File: src/hdl/fpu_cvt_config.svh
`ifndef FPU_CVT_CONFIG_SVH
`define FPU_CVT_CONFIG_SVH

// Integer operand width
`define FPU_CVT_INT_WIDTH 32

// Binary16 field layout
`define FPU_HALF_WIDTH 16
`define FPU_HALF_EXP_WIDTH 5
`define FPU_HALF_MAN_WIDTH 10
`define FPU_HALF_EXP_BIAS 15

// Largest biased exponent of a finite half value
`define FPU_HALF_EXP_MAX 5'd30
// Exponent field of infinity and NaN
`define FPU_HALF_EXP_SPECIAL 5'd31
// Biased exponent where the significand LSB has weight one
`define FPU_HALF_POINT_EXP 5'd25
// Fraction bits kept below the binary point in half to int alignment
`define FPU_HALF_FRAC_SPAN 24
// Smallest magnitude that overflows binary16 under any mode
`define FPU_HALF_OVF_MAG 32'd65520

`endif

File: src/hdl/fpu_types_pkg.sv
`default_nettype none

`include "fpu_cvt_config.svh"

package fpu_types_pkg;

    // Conversion direction
    typedef enum logic {
        CVT_I2H = 1'b0,
        CVT_H2I = 1'b1
    } cvt_op_e;

    // Rounding modes, codes 5 to 7 are reserved and act as RNE
    typedef enum logic [2:0] {
        RM_RNE = 3'd0,
        RM_RTZ = 3'd1,
        RM_RDN = 3'd2,
        RM_RUP = 3'd3,
        RM_RMM = 3'd4
    } round_mode_e;

    // Exception flags
    typedef struct packed {
        logic nv;
        logic of;
        logic nx;
    } fpu_flags_t;

    // Request word, a half operand sits in the low bits
    typedef struct packed {
        cvt_op_e                       op;
        round_mode_e                   rm;
        logic [`FPU_CVT_INT_WIDTH-1:0] operand;
    } cvt_req_t;

    // Response word, a half result is zero-extended
    typedef struct packed {
        logic [`FPU_CVT_INT_WIDTH-1:0] result;
        fpu_flags_t                    flags;
    } cvt_rsp_t;

    // Special half encodings
    localparam logic [`FPU_HALF_WIDTH-1:0] HALF_INF  = 16'h7C00;
    localparam logic [`FPU_HALF_WIDTH-1:0] HALF_INFN = 16'hFC00;
    localparam logic [`FPU_HALF_WIDTH-1:0] HALF_MAX  = 16'h7BFF;
    localparam logic [`FPU_HALF_WIDTH-1:0] HALF_MAXN = 16'hFBFF;

    // Decide whether a truncated magnitude gets one added
    function automatic logic round_increment(
        input round_mode_e rm,
        input logic        sign,
        input logic        lsb,
        input logic        guard,
        input logic        sticky
    );
        case (rm)
            RM_RTZ:  return 1'b0;
            RM_RDN:  return sign & (guard | sticky);
            RM_RUP:  return ~sign & (guard | sticky);
            RM_RMM:  return guard;
            // Nearest even, ties go to an even LSB
            default: return guard & (sticky | lsb);
        endcase
    endfunction

endpackage

`default_nettype wire

File: src/hdl/float_cvt_half_to_int.sv
`timescale 1ns/1ns
`default_nettype none

`include "fpu_cvt_config.svh"

// IEEE binary16 to signed int32, purely combinational
module float_cvt_half_to_int
    import fpu_types_pkg::*;
(
    input  logic [`FPU_HALF_WIDTH-1:0]    float16,
    input  round_mode_e                   rm,
    output logic [`FPU_CVT_INT_WIDTH-1:0] int32,
    output fpu_flags_t                    flags
);

    // Decoded fields
    logic                                          sign;
    logic [`FPU_HALF_EXP_WIDTH-1:0]                exp_field;
    logic [`FPU_HALF_MAN_WIDTH-1:0]                man_field;
    logic                                          is_special;
    logic                                          is_nan;

    // Effective exponent and significand with hidden bit
    logic [`FPU_HALF_EXP_WIDTH-1:0]                exp_eff;
    logic [`FPU_HALF_MAN_WIDTH:0]                  significand;

    // Alignment in either direction
    logic                                          shift_left;
    logic [`FPU_HALF_EXP_WIDTH-1:0]                left_amt;
    logic [`FPU_HALF_EXP_WIDTH-1:0]                right_amt;
    logic [`FPU_CVT_INT_WIDTH-1:0]                 left_value;
    logic [`FPU_HALF_MAN_WIDTH+`FPU_HALF_FRAC_SPAN:0] right_window;

    // Integer part before rounding, guard and sticky
    logic [`FPU_CVT_INT_WIDTH-1:0]                 int_mag;
    logic                                          guard;
    logic                                          sticky;
    logic                                          round_up;
    logic [`FPU_CVT_INT_WIDTH-1:0]                 mag_rounded;

    assign sign      = float16[`FPU_HALF_WIDTH-1];
    assign exp_field = float16[`FPU_HALF_WIDTH-2 -: `FPU_HALF_EXP_WIDTH];
    assign man_field = float16[`FPU_HALF_MAN_WIDTH-1:0];

    assign is_special = (exp_field == `FPU_HALF_EXP_SPECIAL);
    assign is_nan     = is_special && (man_field != '0);

    // Subnormals share the exponent of the smallest normal
    assign exp_eff     = (exp_field == '0) ?
                         {{(`FPU_HALF_EXP_WIDTH-1){1'b0}}, 1'b1} : exp_field;
    assign significand = {(exp_field != '0), man_field};

    // At or above the point exponent the value is a whole number
    assign shift_left = (exp_eff >= `FPU_HALF_POINT_EXP);
    assign left_amt   = exp_eff - `FPU_HALF_POINT_EXP;
    assign right_amt  = `FPU_HALF_POINT_EXP - exp_eff;

    // Largest finite half needs only five bits of left shift
    assign left_value = {{(`FPU_CVT_INT_WIDTH-`FPU_HALF_MAN_WIDTH-1){1'b0}}, significand}
                        << left_amt;

    // Fraction bits below the significand catch what shifts out
    assign right_window = {significand, {`FPU_HALF_FRAC_SPAN{1'b0}}} >> right_amt;

    always_comb begin
        if (shift_left) begin
            int_mag = left_value;
            guard   = 1'b0;
            sticky  = 1'b0;
        end else begin
            int_mag = {{(`FPU_CVT_INT_WIDTH-`FPU_HALF_MAN_WIDTH-1){1'b0}},
                       right_window[`FPU_HALF_MAN_WIDTH+`FPU_HALF_FRAC_SPAN -:
                                    `FPU_HALF_MAN_WIDTH+1]};
            // First bit below the binary point
            guard   = right_window[`FPU_HALF_FRAC_SPAN-1];
            sticky  = |right_window[`FPU_HALF_FRAC_SPAN-2:0];
        end
    end

    assign round_up    = round_increment(rm, sign, int_mag[0], guard, sticky);
    // 65504 plus one never reaches the sign bit
    assign mag_rounded = int_mag + {{(`FPU_CVT_INT_WIDTH-1){1'b0}}, round_up};

    // Specials saturate, everything else takes the rounded value
    always_comb begin
        flags = '0;
        if (is_nan || (is_special && !sign)) begin
            int32    = {1'b0, {(`FPU_CVT_INT_WIDTH-1){1'b1}}};
            flags.nv = 1'b1;
        end else if (is_special) begin
            // Negative infinity
            int32    = {1'b1, {(`FPU_CVT_INT_WIDTH-1){1'b0}}};
            flags.nv = 1'b1;
        end else begin
            int32    = sign ? (~mag_rounded + 1'b1) : mag_rounded;
            flags.nx = guard | sticky;
        end
    end

endmodule

`default_nettype wire

File: src/hdl/float_cvt_int_to_half.sv
`timescale 1ns/1ns
`default_nettype none

`include "fpu_cvt_config.svh"

// Signed int32 to IEEE binary16, purely combinational
module float_cvt_int_to_half
    import fpu_types_pkg::*;
(
    input  logic [`FPU_CVT_INT_WIDTH-1:0] int32,
    input  round_mode_e                   rm,
    output logic [`FPU_HALF_WIDTH-1:0]    float16,
    output fpu_flags_t                    flags
);

    // Sign and unsigned magnitude
    logic                           sign;
    logic [`FPU_CVT_INT_WIDTH-1:0]  magnitude;

    // Leading one position and normalizing shift
    logic [4:0]                     msb_pos;
    logic [4:0]                     shift_amt;
    logic [`FPU_CVT_INT_WIDTH-1:0]  normalized;

    // Hidden bit plus mantissa, and the dropped bits
    logic [`FPU_HALF_MAN_WIDTH:0]   kept;
    logic                           guard;
    logic                           sticky;

    // Rounded significand with one carry bit on top
    logic                           round_up;
    logic [`FPU_HALF_MAN_WIDTH+1:0] rounded;
    logic                           carry;

    // Biased exponent, wide enough to see overflow
    logic [5:0]                     biased_exp;
    logic                           overflow;
    logic                           sat_to_max;

    assign sign = int32[`FPU_CVT_INT_WIDTH-1];
    // Most negative input keeps its bit pattern as unsigned 2^31
    assign magnitude = sign ? (~int32 + 1'b1) : int32;

    // Highest set bit wins since the loop runs upward
    always_comb begin
        msb_pos = '0;
        for (int i = 0; i < `FPU_CVT_INT_WIDTH; i++) begin
            if (magnitude[i]) begin
                msb_pos = 5'(i);
            end
        end
    end

    // Move the leading one to the top bit
    assign shift_amt  = 5'(`FPU_CVT_INT_WIDTH - 1) - msb_pos;
    assign normalized = magnitude << shift_amt;

    // Eleven significant bits, then guard, then everything below as sticky
    assign kept   = normalized[`FPU_CVT_INT_WIDTH-1 -: `FPU_HALF_MAN_WIDTH+1];
    assign guard  = normalized[`FPU_CVT_INT_WIDTH-`FPU_HALF_MAN_WIDTH-2];
    assign sticky = |normalized[`FPU_CVT_INT_WIDTH-`FPU_HALF_MAN_WIDTH-3:0];

    assign round_up = round_increment(rm, sign, kept[0], guard, sticky);
    assign rounded  = {1'b0, kept} + {{(`FPU_HALF_MAN_WIDTH+1){1'b0}}, round_up};
    // All ones rounded up wraps the mantissa to zero
    assign carry    = rounded[`FPU_HALF_MAN_WIDTH+1];

    // Exponent of the leading one plus bias, bumped on carry
    assign biased_exp = {1'b0, msb_pos} + {5'b0, carry} + 6'(`FPU_HALF_EXP_BIAS);

    // Large magnitudes overflow in every mode
    // A rounding carry past the top finite exponent also overflows
    assign overflow = (magnitude >= `FPU_HALF_OVF_MAG) ||
                      (biased_exp > {1'b0, `FPU_HALF_EXP_MAX});

    // Pick max finite or infinity by direction of rounding
    always_comb begin
        case (rm)
            RM_RTZ:  sat_to_max = 1'b1;
            // Rounding down keeps positives finite
            RM_RDN:  sat_to_max = !sign;
            // Rounding up keeps negatives finite
            RM_RUP:  sat_to_max = sign;
            // Nearest modes go to infinity
            default: sat_to_max = 1'b0;
        endcase
    end

    // Result assembly and flags
    always_comb begin
        flags = '0;
        if (magnitude == '0) begin
            // Zero is always +0 and exact
            float16 = '0;
        end else if (overflow) begin
            if (sat_to_max) begin
                float16 = sign ? HALF_MAXN : HALF_MAX;
            end else begin
                float16 = sign ? HALF_INFN : HALF_INF;
            end
            flags.of = 1'b1;
            flags.nx = 1'b1;
        end else begin
            // Mantissa bits are already zero after a carry
            float16  = {sign,
                        biased_exp[`FPU_HALF_EXP_WIDTH-1:0],
                        rounded[`FPU_HALF_MAN_WIDTH-1:0]};
            // Any dropped nonzero bit
            flags.nx = guard | sticky;
        end
    end

endmodule

`default_nettype wire

File: src/hdl/fpu_cvt_unit.sv
`timescale 1ns/1ns
`default_nettype none

`include "fpu_cvt_config.svh"

// Conversion unit top, one register stage around two converters
module fpu_cvt_unit
    import fpu_types_pkg::*;
(
    input  logic     clk,
    input  logic     rst,
    input  logic     in_valid,
    input  cvt_req_t req,
    output logic     out_valid,
    output cvt_rsp_t rsp
);

    // Request stage
    cvt_req_t                      req_q;
    logic                          req_valid_q;

    // Converter outputs
    logic [`FPU_HALF_WIDTH-1:0]    i2h_result;
    fpu_flags_t                    i2h_flags;
    logic [`FPU_CVT_INT_WIDTH-1:0] h2i_result;
    fpu_flags_t                    h2i_flags;

    // Selected by opcode
    logic [`FPU_CVT_INT_WIDTH-1:0] sel_result;
    fpu_flags_t                    sel_flags;

    // Response stage
    logic [`FPU_CVT_INT_WIDTH-1:0] rsp_result_q;
    fpu_flags_t                    rsp_flags_q;

    // Strobe pipeline
    always_ff @(posedge clk) begin
        if (rst) begin
            req_valid_q <= 1'b0;
        end else begin
            req_valid_q <= in_valid;
        end
    end

    // Operand capture on strobe only
    always_ff @(posedge clk) begin
        if (in_valid) begin
            req_q <= req;
        end
    end

    float_cvt_int_to_half float_cvt_int_to_half_i (
        .int32   (req_q.operand),
        .rm      (req_q.rm),
        .float16 (i2h_result),
        .flags   (i2h_flags)
    );

    // Half operand is the low half of the request word
    float_cvt_half_to_int float_cvt_half_to_int_i (
        .float16 (req_q.operand[`FPU_HALF_WIDTH-1:0]),
        .rm      (req_q.rm),
        .int32   (h2i_result),
        .flags   (h2i_flags)
    );

    // Direction select, half results are zero-extended
    always_comb begin
        case (req_q.op)
            CVT_I2H: begin
                sel_result = {{(`FPU_CVT_INT_WIDTH-`FPU_HALF_WIDTH){1'b0}}, i2h_result};
                sel_flags  = i2h_flags;
            end
            default: begin
                sel_result = h2i_result;
                sel_flags  = h2i_flags;
            end
        endcase
    end

    // Output strobe and flags
    always_ff @(posedge clk) begin
        if (rst) begin
            out_valid   <= 1'b0;
            rsp_flags_q <= '0;
        end else begin
            out_valid <= req_valid_q;
            // Flags hold until the next result
            if (req_valid_q) begin
                rsp_flags_q <= sel_flags;
            end
        end
    end

    // Result value holds until the next result
    always_ff @(posedge clk) begin
        if (req_valid_q) begin
            rsp_result_q <= sel_result;
        end
    end

    assign rsp = '{result: rsp_result_q, flags: rsp_flags_q};

    // Every strobe comes out two edges later
    a_valid_latency: assert property (
        @(posedge clk) disable iff (rst)
        in_valid |=> ##1 out_valid
    );

    // No result without a matching strobe
    a_valid_origin: assert property (
        @(posedge clk) disable iff (rst)
        out_valid |-> $past(in_valid, 2)
    );

    // Integer results saturate with nv, never of
    a_h2i_no_of: assert property (
        @(posedge clk) disable iff (rst)
        (out_valid && $past(req_q.op) == CVT_H2I) |-> !rsp.flags.of
    );

    // Int sources cannot produce a NaN
    a_i2h_no_nan: assert property (
        @(posedge clk) disable iff (rst)
        (out_valid && $past(req_q.op) == CVT_I2H) |->
            !((rsp.result[`FPU_HALF_WIDTH-2 -: `FPU_HALF_EXP_WIDTH] ==
               `FPU_HALF_EXP_SPECIAL) &&
              (rsp.result[`FPU_HALF_MAN_WIDTH-1:0] != '0))
    );

endmodule

`default_nettype wire

File: config.mk
export PLATFORM = sky130hd
export DESIGN_NAME = fpu_cvt_unit
export DESIGN_NICKNAME = d
export VERILOG_FILES = /design/src/hdl/fpu_types_pkg.sv /design/src/hdl/float_cvt_half_to_int.sv /design/src/hdl/float_cvt_int_to_half.sv /design/src/hdl/fpu_cvt_unit.sv
export VERILOG_INCLUDE_DIRS = /design/src /design/src/hdl
export SDC_FILE = /design/constraint.sdc
export NUM_CORES = 1
export LEC_CHECK = 0
export ABC_AREA = 1
export BUFFER_PORTS_ARGS = -buffer_cell sky130_fd_sc_hd__clkbuf_2
export CAP_MARGIN = 20
export CORE_MARGIN = 4
export CORE_UTILIZATION = 45
export CTS_CLUSTER_DIAMETER = 200
export DETAILED_ROUTE_END_ITERATION = 7
export PLACE_DENSITY = 0.6
export SLEW_MARGIN = 10
export SYNTH_ARGS = -nofsm -noshare
export SYNTH_HDL_FRONTEND = slang
export SYNTH_HIERARCHICAL = 1
export SYNTH_SLANG_ARGS = --single-unit
File: constraint.sdc
create_clock -name clk -period 11.9 [get_ports clk]
set_input_delay 2.38 -clock clk [delete_from_list [all_inputs] [get_ports clk]]
set_output_delay 2.38 -clock clk [all_outputs]
set_load 0.01 [all_outputs]
# --- Word-level counts from Yosys, hierarchy flattened ---
# Index checks and enable logic that the tools add are counted.
word_totals:
  register_bits: 73
  latchBits: 0
  mem_bits_rw: 0
  rom_bits: 0
  in_bits: 39
  output_inout_bits: 36
  wordCells: 115
  memories: 0
op_classes:
  n_addsub: 9
  multipliers: 0
  n_div: 0
  n_lt_le_gt_ge: 3
  n_eq_ne: 5
  n_shift: 3
  muxes: 56
  n_bitwise: 15
  reduce_logical: 13
ops:
  columns: ["cell", "count"]
  rows:
  - ["$mux W32", 4]
  - ["$mux W16", 6]
  - ["$mux W5", 17]
  - ["$add A32 B1 Y32 const B", 2]
  - ["$not A32 Y32", 2]
  - ["$shr A35 B5 Y35", 1]
  - ["$add A32 B1 Y32", 1]
  - ["$ge A32 B16 Y1 const B", 1]
  - ["$logic_not A32 Y1", 1]
  - ["$mux W4", 8]
  - ["$shl A11 B5 Y32", 1]
  - ["$shl A32 B5 Y32", 1]
  - ["$mux W31", 1]
  - ["$reduce_or A23 Y1", 1]
  - ["$reduce_or A20 Y1", 1]
  - ["$mux W3", 5]
  - ["$add A11 B1 Y12", 1]
  - ["$reduce_bool A10 Y1", 1]
  - ["$sub A5 B5 Y5 const A", 2]
  - ["$mux W1", 9]
  - ["$pmux W1 S4", 2]
  - ["$add A5 B1 Y6", 1]
  - ["$add A6 B4 Y6 const B", 1]
  - ["$and A1 B1 Y1", 6]
  - ["other kinds (17)", 28]

# --- Depth between registers and ports, before layout ---
depth:
  ltp_word: 48
  ltp_mapped: 68
  depth_no_buf: 67

# --- Modules after synthesis ---
# The synthesis kept the hierarchy.
modules_own_cells:
  columns: ["mod", "instances", "cells_per_inst", "area_each_um2", "seq_area_each_um2"]
  rows:
  - ["float_cvt_half_to_int", 1, 754, 3803.6, 0.0]
  - ["float_cvt_int_to_half", 1, 761, 3658.5, 0.0]
  - ["fpu_cvt_unit", 1, 185, 2645.0, 2142.1]

# --- Least setup slack after synthesis ---
# Ideal clock, no wire load.
synth_timing:
  path_kind: "register -> register"
  from: "register req_q[0] (netlist name)"
  to: "register rsp_result_q[4], data pin"
  setup_ps: 261
  arrival_time_ps: 5543
  t_required_ps: 11639
  setup_slack_ps: 6096
  stages_incl_launch_ff: 59
  path_buffers: 2
  synth_period_minus_slack_ps: 5804
  path_cell_list: "edfxtp_1 > inv_2 > ha_1 > nand4_1 > nor2_2 > nand2_1 > nand2_1 > xor2_1 > inv_1 > nand2_1 > nand2_1 > nand2_1 > nand2_1 > nand2_1 > nand2_1 > nand2_1 > nand2_1 > nand2_1 > [... 23 more ...] > a21oi_1 > ha_1 > nand2_1 > nor2_2 > nand3_1 > ha_1 > ha_1 > xor2_1 > nor3_1 > nand3_1 > nand2_1 > inv_1 > nor2_1 > nor2_2 > inv_2 > a21oi_1 > inv_1 > o21ai_0"
synth_via:
  elab_chain_cells: 48
  word_cells_on_any_way: 74
  cone_classes: "add/sub (7); order compare (2); shift (3); mux (43); bitwise (12); reduce/logical (7)"
synth_rtl:
  columns: ["element", "line", "text"]
  rows:
  - ["from (decl)", "fpu_cvt_unit.sv:19", "cvt_req_t req_q;"]
  - ["from (signal assigned)", "fpu_cvt_unit.sv:48", "req_q <= req;"]
  - ["$not A32 Y32", "float_cvt_int_to_half.sv:42", "assign magnitude = sign ? (~int32 + 1'b1) : int32;"]
  - ["$add A32 B1 Y32", "float_cvt_int_to_half.sv:42", null]
  - ["$mux W32 (*)", "float_cvt_int_to_half.sv:42", null]
  - ["$mux W1", "float_cvt_int_to_half.sv:48", "if (magnitude[i]) begin"]
  - ["$mux W2 (2 in a row)", "float_cvt_int_to_half.sv:48", null]
  - ["$mux W3 (4 in a row)", "float_cvt_int_to_half.sv:48", null]
  - ["$mux W4 (8 in a row)", "float_cvt_int_to_half.sv:48", null]
  - ["$mux W5 (16 in a row)", "float_cvt_int_to_half.sv:48", null]
  - ["[... 8 more ...]", null, null]
  - ["$add A6 B4 Y6", "float_cvt_int_to_half.sv:69", "assign biased_exp = {1'b0, msb_pos} + {5'b0, carry} + 6'(`FPU_HALF_EXP_BIAS);"]
  - ["$gt A6 B5 Y1", "float_cvt_int_to_half.sv:74", "(biased_exp > {1'b0, `FPU_HALF_EXP_MAX});"]
  - ["$logic_or A1 B1 Y1", "float_cvt_int_to_half.sv:73", "assign overflow = (magnitude >= `FPU_HALF_OVF_MAG) ||"]
  - ["$mux W16", "float_cvt_int_to_half.sv:95", "end else if (overflow) begin"]
  - ["$mux W16 (*)", "float_cvt_int_to_half.sv:92", "if (magnitude == '0) begin"]
  - ["net i2h_result[4]", "fpu_cvt_unit.sv:23", "logic [`FPU_HALF_WIDTH-1:0] i2h_result;"]
  - ["$mux W16 (*)", "fpu_cvt_unit.sv:69", "case (req_q.op)"]
  - ["net sel_result[4]", "fpu_cvt_unit.sv:29", "logic [`FPU_CVT_INT_WIDTH-1:0] sel_result;"]
  - ["to (signal assigned)", "fpu_cvt_unit.sv:98", "rsp_result_q <= sel_result;"]
  - ["to (decl)", "fpu_cvt_unit.sv:33", "logic [`FPU_CVT_INT_WIDTH-1:0] rsp_result_q;"]
# Mark *: on every way through the listed nets, which the timed path passes. The rest lies on a longest branch.
# A chain may end at the register's enable or synchronous reset.

# --- Worst setup path in the final report ---
layout_timing:
  from: "register req_q[0] (netlist name)"
  to: "register rsp_result_q[2], data pin"
# The elaborated chain is that of the path after synthesis.

==> results.yml <==
outcome:
  outcome: "complete, no violations"
worst_setup_path:
  path_max_fanout: 35
  rr_startpoint: "req_q[0]"
  crit_buf_inv: 7
  critPathCaptureType: "register"
  arrival_ns: 7.80
  crit_path_frequent_cell: "nand2_1"
  critical-path-max-stage-delay_ns: 0.66
  critPathLaunchType: "register"
  r2r_end: "rsp_result_q[2]"
  r2r_slack_ns: 4.16
  crit_type: "reg2reg"
  required_ns: 11.96
  critical-path-top-delay-family: "simple AND/OR/NAND/NOR gates"
  crit_slowest_cell: "inv_2"
  r2r_cells: 46
global_routing:
  grt_pass1_vias: 9441
  grt_usage_pct: 24.5
  antenna_found_initial: 0
  grt-ovfl-total: 0
  grt_max_degree: 55
  grt_pass1_wl_um: 49500
yosys:
  synth_cell_types: 53
  synth.largest_area_cell: "edfxtp_1"
  ys_top_cells_by_area: "edfxtp_1 (20%), nand2_1 (19%), nand3_1 (16%), inv_1 (7.7%), nor2_1 (4.3%)"
  synth_warnings: 6
  synth-adder-area-share_pct: 1.36
  synth_compound_gate_area_share_pct: 7.56
  yosys.area_share.simple_pct: 52.8
  synth_area_mm2: 0.0101
  muxShareOfSynthArea_pct: 0
  avgSynthCellArea_um2: 5.95
  synth_nets: 1750
  yosysSeqAreaShare_pct: 21.2
  synth_xor_area_share_pct: 4.10
  netlist.area_leader.share_pct: 20.2
  ys_seq_elements: 73
  synth_top_family_by_area: "simple AND/OR/NAND/NOR gates"
  syn_inst: 1700
power_and_ir_drop:
  power_w: 0.00146
  p_per_area_mw_per_mm2: 135
  p_leak_nw: 5.60
  ir_drop_mv: 0.0650
detailed_routing:
  firstDrtPassIters: 6
  drc: 0
  wl_per_cell_um: 15.2
  viasPerCell: 5.39
  ant_nets: 0
  wirelength_um: 30600
  drtIter0Drc: 1102
  via_count: 10829
final_layout:
  area_delta_synth_final_pct: 6.66
  nets: 1774
  drive_gt1_share_pct: 13.4
  final_cells: 2009
  design_area_mm2: 0.0108
  antenna_cells: 0
placed_design:
  placed_area_mm2: 0.0104
  placedCellCount: 1992
  pre_cts_ws_ns: 4.28
  gp_congestion: 0.992
  portBuffers: 74
  dp_hpwl_um: 24500
sta:
  final.period_utilization_pct: 65.0
  setup-tns-final_ns: 0
  finalSetupViolations: 0
  hold_violations: 0
  min_period_ns: 7.74
  slew_violations: 0
  worstMarginPinSlew_ns: 0.962
  fin_ws_ns: 4.16
  max-slew-margin-rel_pct: 35.9
  clock.fmax_ghz: 0.129
  clock_skew_ns: 0.00991
  rsz0062_at_grt: "no"
clocking:
  cts-hold-fix-buffers: 0
  cts_buffers: 9
  ctsResizeCount: 0
  cts_sinks: 73
  cts_tree: "yes"
  cts_setup_buffers: 0
  clk_pin_slew_ns: 0.06
  clock_latency_ns: 0.34
  cts_root_buf: "clkbuf_16"
  cts_max_path_buffers: 2
  htree_levels: 3
worst_hold_path:
  min_from: "rsp[0]"
  min_path_type: "reg2reg"
  hold_depth: 2
  holdPathEnd: "rsp[0]"
die:
  num_io_pins: 75
  core_mm2: 0.0220
  row_count: 54
  die_h_um: 158
  start_util_pct: 46.0
  fp.dieW_um: 158
  die_area_mm2: 0.0249
run:
  drv_cap: 0
[routing by layer]
layer	global-route usage (%)	wire length, µm
met5	0	0
met4	4.63	454
met3	3.53	2060
met2	35.8	12800
met1	38.2	15300
[cells in the final DEF, fill, tap and decap left out, types with 3 or more instances in the layout]
master	count
a21oi_1	37
a31oi_1	5
buf_4	8
clkbuf_16	9
clkbuf_2	74
clkinv_1	3
clkinvlp_4	3
dfxtp_1	5
edfxtp_1	68
ha_1	11
inv_1	208
inv_2	14
nand2_1	522
nand2_2	36
nand2_4	5
nand3_1	323
nand3_2	15
nand3_4	5
nand3b_1	3
nand4_1	32
nor2_1	117
nor2_2	25
nor2_4	10
nor3_1	19
nor3_2	3
nor4_1	11
o21ai_0	70
o21ai_1	8
o21ai_2	4
o31ai_1	3
or2_2	3
xnor2_1	6
xor2_1	32
xor2_2	5
[sequential cells by signal, indices dropped and copies added (netlist names)]
signal / count
req_q: 36
rsp_result_q: 32
rsp: 3
out_valid: 1
req_valid_q: 1
[worst max path at each step]
stage	cells past startpoint	end	slack, ns	startpoint
floorplan	58	rsp_result_q[4]	6.10	req_q[0]
global placement	44	rsp_result_q[6]	4.41	req_q[0]
detailed placement	46	rsp_result_q[6]	4.28	req_q[0]
CTS	46	rsp_result_q[6]	4.26	req_q[0]
global route	46	rsp_result_q[2]	3.18	req_q[0]
finish	46	rsp_result_q[2]	4.16	req_q[0]
[tightest hold or removal path: cells and delay by family, from the launching register on]
| kind | cells | cell delay (ns) |
|---|---|---|
| compound gates | 1 | 0.08 |
| flops | 1 | 0.32 |
| simple gates | 1 | 0.09 |
[cells in the mapped netlist (all sizes together)]
cell	n
conb	2
o21ai	82
a31oi	5
nand3b	3
dfxtp	5
a41oi	1
o31ai	4
xnor2	6
nand4	33
clkbuf	15
o21a	2
inv	222
nand3	343
nor2	154
bufinv	1
a21oi	39
nor3	22
nand2	564
a211oi	1
clkinv	3
o22ai	2
buf	55
ha	11
o21bai	2
and2	2
nor4	11
or2	4
o211ai	1
xor2	37
edfxtp	68
[final cells by class]
class                   count  area, µm²
multi-input cells        1331       6660
clock buffers              10        229
fillers                  2301      11200
inverters                 226        862
flip-flops and latches     73       2140
clock inverters             6       91.3
repair buffers             83        445
well taps                 280        350
[cells by family after synthesis]
family	after synthesis
simple gates	1136
buf+inv	296
compound gates	139
flops	73
xor+xnor	43
fa+ha+maj	11
other cells	2
[report_power, final]
group | internal [W] | leakage [nW] | switching (W)
clock | 0.000184 | 0.145 | 0.000113
sequential | 0.000311 | 0.679 | 0.0000192
combinational | 0.000258 | 4.77 | 0.000570
[through the flow]
stage                     utilization, %  hold WS, ns
after floorplan                        -        0.559
after global placement              47.6        0.508
after detailed placement            47.6        0.510
after CTS                           49.0        0.529
after global routing                49.1        0.556
final                               49.1        0.523
Power figures use the tool's default switching activity.
